<file path="src/verilog/bru_defines.svh">
/*
  Build-time constants for the branch resolution slice.
  The global history must not be wider than the predictor index.
  RV32I only, so every instruction is 4 bytes long.
*/

`ifndef BRU_DEFINES_SVH
`define BRU_DEFINES_SVH

`default_nettype none

// Data and PC width
`define BRU_XLEN 32
// Global history length in branches
`define BRU_GHIST_BITS 2
// Predictor index width, 64 counters
`define BRU_BHT_IDX_BITS 6
// Next PC after reset
`define BRU_PC_INIT 32'h0000_0200

`default_nettype wire

`endif

</file>
<file path="src/verilog/bru_pkg.sv">
/*
  Types, opcode constants and the branch class used by the branch unit.
  Only the RV32I opcodes that the branch unit resolves are listed.
*/

`include "bru_defines.svh"

`default_nettype none

package bru_pkg;

  ////////////////////////////////////////////////////////////
  // Vector types
  ////////////////////////////////////////////////////////////

  typedef logic [`BRU_XLEN-1:0]         xlen_t;
  typedef logic [31:0]                  insn_t;
  // Bit 1 set means predict taken
  typedef logic [1:0]                   bp_cnt_t;
  typedef logic [`BRU_GHIST_BITS-1:0]   ghist_t;
  typedef logic [`BRU_BHT_IDX_BITS-1:0] bht_idx_t;

  // Bits 0..3 are access fault, illegal, misaligned, breakpoint
  typedef logic [3:0]                   exc_t;

  localparam int unsigned EXC_MISALIGNED_BIT = 2;

  ////////////////////////////////////////////////////////////
  // Opcodes
  ////////////////////////////////////////////////////////////

  localparam logic [6:0] OPC_BRANCH   = 7'b1100011;
  localparam logic [6:0] OPC_JAL      = 7'b1101111;
  localparam logic [6:0] OPC_JALR     = 7'b1100111;
  localparam logic [6:0] OPC_MISC_MEM = 7'b0001111;

  // FENCE.I within MISC-MEM
  localparam logic [2:0] F3_FENCE_I   = 3'b001;

  // Decoded class of the instruction in execute
  typedef enum logic [3:0] {
    BR_NONE,
    BR_JAL,
    BR_JALR,
    BR_BEQ,
    BR_BNE,
    BR_BLT,
    BR_BGE,
    BR_BLTU,
    BR_BGEU,
    BR_FENCEI
  } br_class_e;

endpackage

`default_nettype wire

</file>
<file path="src/verilog/bru_decode.sv">
/*
  Classifies the instruction word for the branch unit.
  Purely combinational. A bubble always decodes as BR_NONE.
  JALR needs no immediate, its target comes from the operands.
*/

`default_nettype none

module bru_decode
  import bru_pkg::*;
(
  input  insn_t     insn_i,
  input  logic      bubble_i,
  output br_class_e br_class_o,
  output xlen_t     imm_o
);

  localparam int unsigned XW = $bits(xlen_t);

  logic [6:0]  opcode;
  logic [2:0]  funct3;
  logic [20:0] imm_j;
  logic [12:0] imm_b;

  assign opcode = insn_i[6:0];
  assign funct3 = insn_i[14:12];

  // J-type and B-type immediates, bit 0 is always zero
  assign imm_j = {insn_i[31], insn_i[19:12], insn_i[20], insn_i[30:21], 1'b0};
  assign imm_b = {insn_i[31], insn_i[7], insn_i[30:25], insn_i[11:8], 1'b0};

  ////////////////////////////////////////////////////////////
  // Class
  ////////////////////////////////////////////////////////////

  always_comb begin
    br_class_o = BR_NONE;
    if (!bubble_i) begin
      case (opcode)
        OPC_BRANCH: begin
          case (funct3)
            3'b000:  br_class_o = BR_BEQ;
            3'b001:  br_class_o = BR_BNE;
            3'b100:  br_class_o = BR_BLT;
            3'b101:  br_class_o = BR_BGE;
            3'b110:  br_class_o = BR_BLTU;
            3'b111:  br_class_o = BR_BGEU;
            default: br_class_o = BR_NONE;
          endcase
        end
        OPC_JAL: br_class_o = BR_JAL;
        OPC_JALR: begin
          if (funct3 == 3'b000) br_class_o = BR_JALR;
        end
        OPC_MISC_MEM: begin
          // Plain FENCE is a no-op here
          if (funct3 == F3_FENCE_I) br_class_o = BR_FENCEI;
        end
        default: br_class_o = BR_NONE;
      endcase
    end
  end

  ////////////////////////////////////////////////////////////
  // Immediate
  ////////////////////////////////////////////////////////////

  always_comb begin
    case (br_class_o)
      BR_JAL: imm_o = {{(XW-21){imm_j[20]}}, imm_j};
      BR_BEQ,
      BR_BNE,
      BR_BLT,
      BR_BGE,
      BR_BLTU,
      BR_BGEU: imm_o = {{(XW-13){imm_b[12]}}, imm_b};
      default: imm_o = '0;
    endcase
  end

endmodule

`default_nettype wire

</file>
<file path="src/verilog/bru_resolve.sv">
/*
  Execute-stage branch unit with a one cycle registered result.
  No return stack, so JALR always flushes the pipeline.
  Stall holds next PC and exceptions and drops every strobe.
  Kill and a previous flush clear the exceptions but not the next PC.
*/

`include "bru_defines.svh"

`default_nettype none

module bru_resolve
  import bru_pkg::*;
(
  input  logic      clk_i,
  input  logic      rst_ni,
  input  logic      stall_i,
  input  logic      kill_i,
  input  br_class_e br_class_i,
  input  xlen_t     imm_i,
  input  xlen_t     pc_i,
  input  xlen_t     opa_i,
  input  xlen_t     opb_i,
  input  exc_t      exc_i,
  input  bp_cnt_t   predict_i,
  input  ghist_t    lookup_hist_i,
  output xlen_t     nxt_pc_o,
  output logic      flush_o,
  output logic      ic_invalidate_o,
  output logic      dc_clean_o,
  output exc_t      exc_o,
  output logic      exc_any_o,
  output logic      bp_update_o,
  output logic      bp_taken_o,
  output bp_cnt_t   bp_predict_o,
  output ghist_t    bp_hist_o,
  output ghist_t    ghist_o
);

  localparam int unsigned GH = `BRU_GHIST_BITS;

  logic        is_cond;
  logic        is_xfer;
  logic        btaken;
  logic        pipe_flush;
  logic        ic_inv;
  logic        dc_cln;
  logic        misaligned;
  logic        op_eq;
  logic        op_lt_s;
  logic        op_lt_u;
  xlen_t       pc_seq;
  xlen_t       pc_rel;
  xlen_t       jalr_tgt;
  xlen_t       nxt_pc;
  exc_t        exc_nxt;
  logic [GH:0] ghist_q;

  assign pc_seq   = pc_i + xlen_t'(4);
  assign pc_rel   = pc_i + imm_i;
  assign jalr_tgt = (opa_i + opb_i) & ~xlen_t'(1);

  assign op_eq   = (opa_i == opb_i);
  assign op_lt_s = ($signed(opa_i) < $signed(opb_i));
  assign op_lt_u = (opa_i < opb_i);

  ////////////////////////////////////////////////////////////
  // Resolution
  ////////////////////////////////////////////////////////////

  always_comb begin
    is_cond    = 1'b0;
    btaken     = 1'b0;
    pipe_flush = 1'b0;
    ic_inv     = 1'b0;
    dc_cln     = 1'b0;
    nxt_pc     = pc_seq;
    case (br_class_i)
      BR_BEQ: begin
        is_cond = 1'b1;
        btaken  = op_eq;
      end
      BR_BNE: begin
        is_cond = 1'b1;
        btaken  = ~op_eq;
      end
      BR_BLT: begin
        is_cond = 1'b1;
        btaken  = op_lt_s;
      end
      BR_BGE: begin
        is_cond = 1'b1;
        btaken  = ~op_lt_s;
      end
      BR_BLTU: begin
        is_cond = 1'b1;
        btaken  = op_lt_u;
      end
      BR_BGEU: begin
        is_cond = 1'b1;
        btaken  = ~op_lt_u;
      end
      BR_JAL: begin
        // Fetch already followed a taken prediction
        btaken     = 1'b1;
        pipe_flush = ~predict_i[1];
        nxt_pc     = pc_rel;
      end
      BR_JALR: begin
        btaken     = 1'b1;
        pipe_flush = 1'b1;
        nxt_pc     = jalr_tgt;
      end
      BR_FENCEI: begin
        pipe_flush = 1'b1;
        ic_inv     = 1'b1;
        dc_cln     = 1'b1;
      end
      default: begin
        btaken = 1'b0;
      end
    endcase

    // Mispredicted conditional branches restart fetch
    if (is_cond) begin
      pipe_flush = btaken ^ predict_i[1];
      if (btaken) nxt_pc = pc_rel;
    end
  end

  // Targets must be word aligned without RVC
  assign is_xfer    = is_cond | (br_class_i == BR_JAL) | (br_class_i == BR_JALR);
  assign misaligned = exc_i[EXC_MISALIGNED_BIT] | (is_xfer & (|nxt_pc[1:0]));

  always_comb begin
    exc_nxt                     = exc_i;
    exc_nxt[EXC_MISALIGNED_BIT] = misaligned;
  end

  ////////////////////////////////////////////////////////////
  // Registered results
  ////////////////////////////////////////////////////////////

  always_ff @(posedge clk_i or negedge rst_ni) begin
    if (!rst_ni) begin
      nxt_pc_o <= `BRU_PC_INIT;
      exc_o    <= '0;
    end else if (!stall_i) begin
      nxt_pc_o <= nxt_pc;
      if (kill_i || flush_o) begin
        exc_o <= '0;
      end else begin
        exc_o <= exc_nxt;
      end
    end
  end

  assign exc_any_o = |exc_o;

  // Flush out of reset forces the first fetch
  always_ff @(posedge clk_i or negedge rst_ni) begin
    if (!rst_ni) begin
      flush_o         <= 1'b1;
      ic_invalidate_o <= 1'b0;
      dc_clean_o      <= 1'b0;
      bp_update_o     <= 1'b0;
    end else if (stall_i) begin
      flush_o         <= 1'b0;
      ic_invalidate_o <= 1'b0;
      dc_clean_o      <= 1'b0;
      bp_update_o     <= 1'b0;
    end else begin
      flush_o         <= pipe_flush;
      ic_invalidate_o <= ic_inv;
      dc_clean_o      <= dc_cln;
      bp_update_o     <= is_cond;
    end
  end

  // Training data is only used while bp_update_o is high
  always_ff @(posedge clk_i) begin
    if (!stall_i) begin
      bp_taken_o   <= btaken;
      bp_predict_o <= predict_i;
      bp_hist_o    <= lookup_hist_i;
    end
  end

  ////////////////////////////////////////////////////////////
  // Global history
  ////////////////////////////////////////////////////////////

  always_ff @(posedge clk_i or negedge rst_ni) begin
    if (!rst_ni) begin
      ghist_q <= '0;
    end else if (!stall_i && is_cond) begin
      ghist_q <= {ghist_q[GH-1:0], btaken};
    end
  end

  // Newest bit belongs to the branch still being trained
  assign ghist_o = ghist_q[GH:1];

endmodule

`default_nettype wire

</file>
<file path="src/verilog/bru_predictor.sv">
/*
  Global-history predictor of 2-bit saturating counters.
  Index is pc[IDX+1:2] XOR history, history zero-extended to the index.
  A write lands on the edge after the update cycle, so a same-index
  lookup in that cycle still returns the old counter.
*/

`include "bru_defines.svh"

`default_nettype none

module bru_predictor
  import bru_pkg::*;
(
  input  logic    clk_i,
  input  logic    rst_ni,
  input  logic    stall_i,
  input  xlen_t   pc_i,
  input  ghist_t  ghist_i,
  output bp_cnt_t predict_o,
  output ghist_t  lookup_hist_o,
  input  logic    update_i,
  input  logic    taken_i,
  input  bp_cnt_t old_cnt_i,
  input  ghist_t  upd_hist_i
);

  localparam int unsigned IDX      = `BRU_BHT_IDX_BITS;
  localparam int unsigned BHT_SIZE = 1 << IDX;

  bp_cnt_t  cnt_q [BHT_SIZE];
  bht_idx_t pc_idx;
  bht_idx_t lookup_idx;
  bht_idx_t pc_idx_q;
  bht_idx_t upd_idx;

  // One step toward the outcome, saturating at both ends
  function automatic bp_cnt_t cnt_step(bp_cnt_t cnt, logic taken);
    bp_cnt_t res;
    res = cnt;
    if (taken) begin
      if (cnt != 2'b11) res = cnt + 2'b01;
    end else begin
      if (cnt != 2'b00) res = cnt - 2'b01;
    end
    return res;
  endfunction

  ////////////////////////////////////////////////////////////
  // Lookup
  ////////////////////////////////////////////////////////////

  // Bits 1:0 carry no information for 4-byte instructions
  assign pc_idx     = pc_i[IDX+1:2];
  assign lookup_idx = pc_idx ^ bht_idx_t'(ghist_i);

  assign predict_o     = cnt_q[lookup_idx];
  assign lookup_hist_o = ghist_i;

  // PC part of the index for the instruction now in execute
  always_ff @(posedge clk_i) begin
    if (!stall_i) begin
      pc_idx_q <= pc_idx;
    end
  end

  ////////////////////////////////////////////////////////////
  // Training
  ////////////////////////////////////////////////////////////

  assign upd_idx = pc_idx_q ^ bht_idx_t'(upd_hist_i);

  // All counters start weakly not taken
  always_ff @(posedge clk_i or negedge rst_ni) begin
    if (!rst_ni) begin
      for (int i = 0; i < BHT_SIZE; i++) begin
        cnt_q[i] <= 2'b01;
      end
    end else if (update_i) begin
      cnt_q[upd_idx] <= cnt_step(old_cnt_i, taken_i);
    end
  end

endmodule

`default_nettype wire

</file>
<file path="src/verilog/bru_top.sv">
/*
  Branch resolution slice of an in-order RV32I core.
  Results appear one cycle after the instruction is presented.
  predict_o is the counter for the pc_i of the current cycle.
*/

`default_nettype none

module bru_top
  import bru_pkg::*;
(
  input  logic    clk_i,
  input  logic    rst_ni,
  input  logic    stall_i,
  input  logic    kill_i,
  input  xlen_t   pc_i,
  input  insn_t   insn_i,
  input  logic    bubble_i,
  input  xlen_t   opa_i,
  input  xlen_t   opb_i,
  input  exc_t    exc_i,
  output xlen_t   nxt_pc_o,
  output logic    flush_o,
  output logic    ic_invalidate_o,
  output logic    dc_clean_o,
  output exc_t    exc_o,
  output logic    exc_any_o,
  output bp_cnt_t predict_o
);

  br_class_e br_class;
  xlen_t     imm;
  ghist_t    lookup_hist;
  ghist_t    ghist;
  logic      bp_update;
  logic      bp_taken;
  bp_cnt_t   bp_predict;
  ghist_t    bp_hist;

  bru_decode u_decode (
    .insn_i     (insn_i),
    .bubble_i   (bubble_i),
    .br_class_o (br_class),
    .imm_o      (imm)
  );

  bru_resolve u_resolve (
    .clk_i           (clk_i),
    .rst_ni          (rst_ni),
    .stall_i         (stall_i),
    .kill_i          (kill_i),
    .br_class_i      (br_class),
    .imm_i           (imm),
    .pc_i            (pc_i),
    .opa_i           (opa_i),
    .opb_i           (opb_i),
    .exc_i           (exc_i),
    .predict_i       (predict_o),
    .lookup_hist_i   (lookup_hist),
    .nxt_pc_o        (nxt_pc_o),
    .flush_o         (flush_o),
    .ic_invalidate_o (ic_invalidate_o),
    .dc_clean_o      (dc_clean_o),
    .exc_o           (exc_o),
    .exc_any_o       (exc_any_o),
    .bp_update_o     (bp_update),
    .bp_taken_o      (bp_taken),
    .bp_predict_o    (bp_predict),
    .bp_hist_o       (bp_hist),
    .ghist_o         (ghist)
  );

  bru_predictor u_predictor (
    .clk_i         (clk_i),
    .rst_ni        (rst_ni),
    .stall_i       (stall_i),
    .pc_i          (pc_i),
    .ghist_i       (ghist),
    .predict_o     (predict_o),
    .lookup_hist_o (lookup_hist),
    .update_i      (bp_update),
    .taken_i       (bp_taken),
    .old_cnt_i     (bp_predict),
    .upd_hist_i    (bp_hist)
  );

endmodule

`default_nettype wire

</file>
<file path="config.mk">
export PLATFORM = sky130hd
export DESIGN_NAME = bru_top
export DESIGN_NICKNAME = d
export VERILOG_FILES = /design/src/verilog/bru_pkg.sv /design/src/verilog/bru_decode.sv /design/src/verilog/bru_resolve.sv /design/src/verilog/bru_predictor.sv /design/src/verilog/bru_top.sv
export VERILOG_INCLUDE_DIRS = /design/src /design/src/verilog
export SDC_FILE = /design/constraint.sdc
export NUM_CORES = 1
export LEC_CHECK = 0
export BUFFER_PORTS_ARGS = -buffer_cell sky130_fd_sc_hd__buf_4
export CAP_MARGIN = 0
export CORE_ASPECT_RATIO = 2
export CORE_MARGIN = 4
export CORE_UTILIZATION = 42
export DETAILED_ROUTE_END_ITERATION = 16
export PLACE_DENSITY = 0.67
export SYNTH_ARGS = -nofsm -noshare
export SYNTH_HDL_FRONTEND = slang
export SYNTH_HIERARCHICAL = 1
export SYNTH_SLANG_ARGS = --single-unit
</file>
<file path="constraint.sdc">
create_clock -name clk_i -period 3.1 [get_ports clk_i]
set_input_delay 0.775 -clock clk_i [delete_from_list [all_inputs] [get_ports clk_i]]
set_output_delay 0.775 -clock clk_i [all_outputs]
set_load 0.005 [all_outputs]
</file>
# Yosys cells after proc, flatten, opt, wreduce, memory -nomap -nowiden
# Cells that the tools add are included.
[totals]
word_cells = 156
output_inout_bits = 42
reg_bits = 181
in_bits = 137
[classes]
addsub = 5
mux = 28
magnitude_cmp = 5
n_eq_ne = 20
bitwise_logic = 13
reduce_logical = 11
[op_table]
columns = ["cell", "count"]
rows = [
  ["128-bit bitwise mux", 1],
  ["32-bit one-hot mux with 2 select lines", 2],
  ["32-bit adder", 2],
  ["32-bit < comparator", 2],
  ["32-bit two-way mux", 2],
  ["32-bit by 3-bit adder with 32-bit output (second input constant)", 1],
  ["32-bit == test", 1],
  ["4-bit one-hot mux with 6 select lines", 1],
  ["7-bit == test (second input constant)", 3],
  ["4-bit by 3-bit == test with 1-bit output (second input constant)", 4],
  ["2-bit two-way mux", 8],
  ["4-bit one-hot mux with 4 select lines", 1],
  ["7-bit greater-or-equal comparator (second input constant)", 2],
  ["6-bit NOT with 7-bit output", 2],
  ["2-bit binary-select mux with 6-bit select", 1],
  ["2-bit demux with 6-bit select", 1],
  ["3-bit == test (second input constant)", 4],
  ["4-bit two-way mux", 3],
  ["6-bit by 2-bit bitwise XOR with 6-bit output", 2],
  ["4-bit by 2-bit == test with 1-bit output (second input constant)", 2],
  ["4-bit == test (second input constant)", 2],
  ["7-bit by 4-bit == test with 1-bit output (second input constant)", 1],
  ["7-bit by 1-bit < comparator with 1-bit output (second input constant)", 1],
  ["1-bit one-hot mux with 7 select lines", 1],
  ["other kinds (19)", 32],
]

# Depth between registers and ports, before layout
[logic_depth]
word_depth = 15
mapped_depth = 18
mapped_depth_nobuf = 15

# By module
# Netlist, hierarchy kept.
[by_module_without_submodules]
columns = ["module", "seq_area_each_um2", "cells_per_inst", "n_inst", "area_per_inst_um2"]
rows = [
  ["bru_resolve", 1203.7, 929, 1, 7234.4],
  ["bru_predictor", 3463.3, 517, 1, 6572.6],
  ["bru_decode", 0.0, 96, 1, 621.8],
]

# Least setup slack after synthesis
# Ideal clock, no wire load.
[synth_timing]
path_type = "input to register"
from = "input insn_i[13]"
to = "register u_resolve.nxt_pc_o[30]"
cell_stages = 16
slack_ns = -1.703
arrival_time_ns = 4.669
setup_time_ns = 0.133
path_buffers = 3
required_ns = 2.967
path_cell_list = "buf_6 -> or4b_4 -> o21ai_0 -> a32oi_1 -> nor3_1 -> buf_4 -> ha_1 -> clkbuf_1 -> a21oi_1 -> o21a_1 -> nor2_1 -> a2111oi_0 -> a21oi_1 -> a221oi_1 -> xor2_1 -> o211ai_1"
[synth_via]
elab_chain_len = 11
word_cells_on_any_way = 28
classes_between = "1 x add/sub; 13 x eq/ne; 11 x mux; 3 x reduce/logical"
[synth_lines]
columns = ["element", "line", "text"]
rows = [
  ["from (decl)", "bru_top.sv:17", "input insn_t insn_i,"],
  ["3-bit == test, or another cell as far along", "bru_decode.sv:41", "case (funct3)"],
  ["4-bit one-hot mux with 6 select lines, or another cell as far along", "bru_decode.sv:41", ""],
  ["4-bit one-hot mux with 4 select lines *", "bru_decode.sv:39", "case (opcode)"],
  ["4-bit two-way mux *", "bru_decode.sv:38", "if (!bubble_i) begin"],
  ["4-bit by 2-bit == test with 1-bit output, or another cell as far along", "bru_decode.sv:69", "case (br_class_o)"],
  ["6-bit OR reduction (no source line)", "-", ""],
  ["32-bit one-hot mux with 2 select lines *", "bru_decode.sv:69", ""],
  ["net imm[20]", "bru_top.sv:32", "xlen_t imm;"],
  ["32-bit adder *", "bru_resolve.sv:60", "assign pc_rel = pc_i + imm_i;"],
  ["32-bit one-hot mux with 2 select lines", "bru_resolve.sv:78", "case (br_class_i)"],
  ["32-bit two-way mux", "bru_resolve.sv:127", "if (btaken) nxt_pc = pc_rel;"],
  ["32-bit two-way mux *", "bru_resolve.sv:125", "if (is_cond) begin"],
  ["to (signal assigned)", "bru_resolve.sv:146", "nxt_pc_o <= `BRU_PC_INIT;"],
  ["to (signal assigned)", "bru_resolve.sv:149", "nxt_pc_o <= nxt_pc;"],
  ["to (decl)", "bru_resolve.sv:27", "output xlen_t nxt_pc_o,"],
]
# The timed path passes the listed nets; every way through them passes the cells marked *.
# A chain may end at the register's enable or synchronous reset.

# Worst setup path after layout
[layout_timing]
from = "input insn_i[13]"
to = "register u_resolve.nxt_pc_o[28]"
# The elaborated chain is that of the path after synthesis.

==> key figures <==
Pwr
  – Sw power: 0.00216 W
  – P per Cell Area: 325 nW/um^2
  – Worst vdd ir: 375 uV
  – Comb pwr share: 0.298
  – Seq pwr share: 0.380
  – Leakage: 9.50 nW
  – Cell Int Power: 0.00455 W
  – Part of the power in the clock network: 0.321
  – Switching Fraction: 0.321

Logic synthesis
  – Sequential fraction of the synthesis area: 0.323
  – Number of synthesized register bits: 181
  – Count leader, synth: mux2_2
  – Commonest cells in the netlist: 140 x mux2_2, 116 x nand2_1, 114 x nor2_1
  – Synth Net Count: 1,776
  – Synth area leader: dfrtp_1
  – Synth Cell Area: 14,400 um^2
  – Synth Warn #: 6
  – Synth unique cells: 96
  – Average size of a mapped cell: 9.36 um^2
  – Top-area cell type share of the netlist area: 0.180
  – Main area contributors after synthesis: dfrtp_1 18%, dfstp_2 12%, mux2_2 11%
  – Asr flop ratio synth: 0.939
  – Top FF cell, synth: dfrtp_1
  – Cells after Synth: 1,542
  – Number of synthesized flops with an enable pin: 11

Drt
  – Routed WL per cell: 21.9 um
  – Initial DRT Pass Iterations: 5
  – DRT iter0 DRCs: 737
  – # DRC: 0
  – Final ANT Viol Nets: 0
  – Routed vias/inst: 5.82
  – Final wirelength: 53,900 um
  – Vias: 14,300

STA
  – FMAX: 248 MHz
  – Post-route minimum period: 4.04 ns
  – Final Hold Vio Count: 0
  – Final worst slack: -0.939 ns
  – Fin crit share: 1.30
  – Final number of setup-violating endpoints: 36
  – Worst-margin pin slew: 0.870 ns
  – Pins over their slew limit: 0
  – Hold slack: 0.267 ns
  – Relative slew slack: 0.418
  – Setup Skew: 0.0103 ns
  – Unrepaired setup endpoints after global routing: yes

GRT
  – Antenna violations before repair: 1
  – Total gr overflow: 0
  – Largest net degree at the start of global routing: 65
  – GR Util All Layers: 0.280
  – Global-route wire length before repair: 82,000 um
  – Vias in the first global route: 15,400

Worst setup path
  – CP Class: in2reg
  – Buf+Inv Stages, Crit Path: 3
  – Largest stage delay, worst path: 0.58 ns
  – Crit-path max FO: 6
  – CP Cell Sequence: buf_8 -> or4b_4 -> or4_4 -> buf_6 -> a41o_1 -> ha_4 -> nand2_2 -> o21ai_2 -> buf_4 -> a21oi_4 -> or4_4 -> a211oi_2 -> nor3_1 -> or3b_1 -> a2bb2oi_2
  – Slowest stage cell, crit path: or4_4
  – Internal reg-to-reg setup slack: 0.09 ns
  – Critical Path AT: 4.42 ns
  – Critical path required time: 3.48 ns
  – Cell family with most CP delay: simple AND/OR/NAND/NOR gates
  – Worst path most repeated cell: or4_4
  – CP endpoint kind: register
  – CP Launch Type: input pin

Clocking
  – Htree depth: 4
  – CTS tree: built
  – Root Driver: clkbuf_16
  – CTS buffer count: 17
  – Clk_lat worst skew: 0.45 ns
  – Clock-pin slew on the worst setup and hold paths: 0.07 ns
  – Clk buf depth: 2
  – CTS sink cnt: 181

Min path
  – Hold Path Class: in2async

Floorplanning
  – Placeable Area: 33,800 um^2
  – Initial Util: 0.427
  – IO Pins: 179
  – Die area: 37,600 um^2
  – Site Rows: 95
  – Vert. Die Dim: 270 um
  – Die width: 139 um

Placement
  – GPL Wtd Cong: 1.03
  – Placed inst area: 18,700 um^2
  – Port Buf Inserts: 178
  – DP Wirelength: 42,900 um

Layout
  – # diodes: 0
  – Fin area: 20,700 um^2
  – Layout cells sized above 1: 0.485
  – NumNets Final: 2,248
  – Fillers: 2,917
  – Area Overhead vs Synth: 43.2%

Job
  – Max Cap Viol: 0

Outcome
  – Status: finished with violations
  – Failing checks: setup timing
## through the flow
stage               setup slack, ns  setup TNS (ns)  power [W]   util  instances
floorplan                     -1.09          -24.62    0.00343      -       1542
global placement              -1.46          -42.92    0.00439  0.554       2402
detailed placement            -1.50          -43.42    0.00441  0.554       2402
CTS                          -0.947          -21.62    0.00666  0.590       2446
global route                  -1.03          -23.78    0.00700  0.612       2463
finish                       -0.939          -20.26    0.00671  0.612       2463
## cells by family after synthesis
family | share of synthesized area
and+or+nand+nor | 0.154
AOI/OAI and AO/OA | 0.175
muxes | 0.152
buffers and inverters | 0.0595
DFF | 0.323
adders and majority gates | 0.0865
xor gates and xnor gates | 0.0498
other | 0.000260
## power by group through the flow
stage / combinational [W] / sequential (W) / clock [W]
3_5_place_dp: 0.00182 / 0.00259 / 0
6_report: 0.00200 / 0.00255 / 0.00216
5_1_grt: 0.00215 / 0.00256 / 0.00230
3_3_place_gp: 0.00180 / 0.00259 / 0
4_1_cts: 0.00190 / 0.00255 / 0.00221
2_1_floorplan: 0.000862 / 0.00256 / 0
## flip-flops by register name, indices dropped and copies added (netlist names)
signal	cells
u_predictor/cnt_q	128
u_resolve/flush_o	1
u_resolve/bp_update_o	1
u_predictor/pc_idx_q	6
u_resolve/exc_o	4
u_resolve/dc_clean_o	1
u_resolve/bp_hist_o	2
u_resolve/bp_predict_o	2
u_resolve/ghist_q	3
u_resolve/nxt_pc_o	32
u_resolve/bp_taken_o	1
## metal layers
| metal | GRT usage | wire (um) | vias up |
|---|---|---|---|
| li1 | - | - | 6558 |
| met1 | 0.243 | 16600 | 7022 |
| met2 | 0.552 | 30300 | 521 |
| met3 | 0.0384 | 2020 | 229 |
| met4 | 0.222 | 4930 | 2 |
| met5 | 0 | 20 | - |
## cell type report
class,instances,area (um^2),share of cell area
inverter,89,334,0.0162
tap,436,546,0.0264
timing repair buffer,548,4440,0.215
multi-input combinational,1177,10100,0.489
sequential,181,4670,0.226
clock inverter,14,143,0.00690
clock buffer,18,429,0.0208
## worst paths after layout
path                                        from                      to  cells after the start
max in group asynchronous                 rst_ni   u_predictor/cnt_q[60]                      2
hold / removal                            rst_ni   u_predictor/cnt_q[95]                      1
hold reg to reg            u_predictor/cnt_q[93]   u_predictor/cnt_q[93]                      1
setup / recovery                      insn_i[13]  u_resolve/nxt_pc_o[28]                     15
setup reg to reg            u_resolve/ghist_q[1]       u_resolve/flush_o                     15
min in group clk_i         u_predictor/cnt_q[93]   u_predictor/cnt_q[93]                      1
## cells in the final DEF (no fill, tap or decap), drive strengths merged, types with 15 or more instances in the layout
master / count
dfrtp: 104
mux2i: 43
a221oi: 18
nand2: 118
nor2b: 24
xor2: 38
nand3: 43
nor4: 21
ha: 95
xnor2: 44
a21oi: 85
buf: 548
dfstp: 66
o211ai: 15
inv: 96
nor2: 116
a211oi: 16
a21o: 27
nor3: 35
mux2: 140
o31ai: 15
o21ai: 55
clkbuf: 18
o22ai: 33
## what timing repair did
action                                  in CTS  in global routing
pin swaps                                   48                 64
hold buffers                                 0                  0
buffers inserted                            17                 19
hold endpoints to repair                     0                  0
resized for setup                          104                109
endpoints found under the setup margin      38                 38
(Power assumes the default switching activity.)
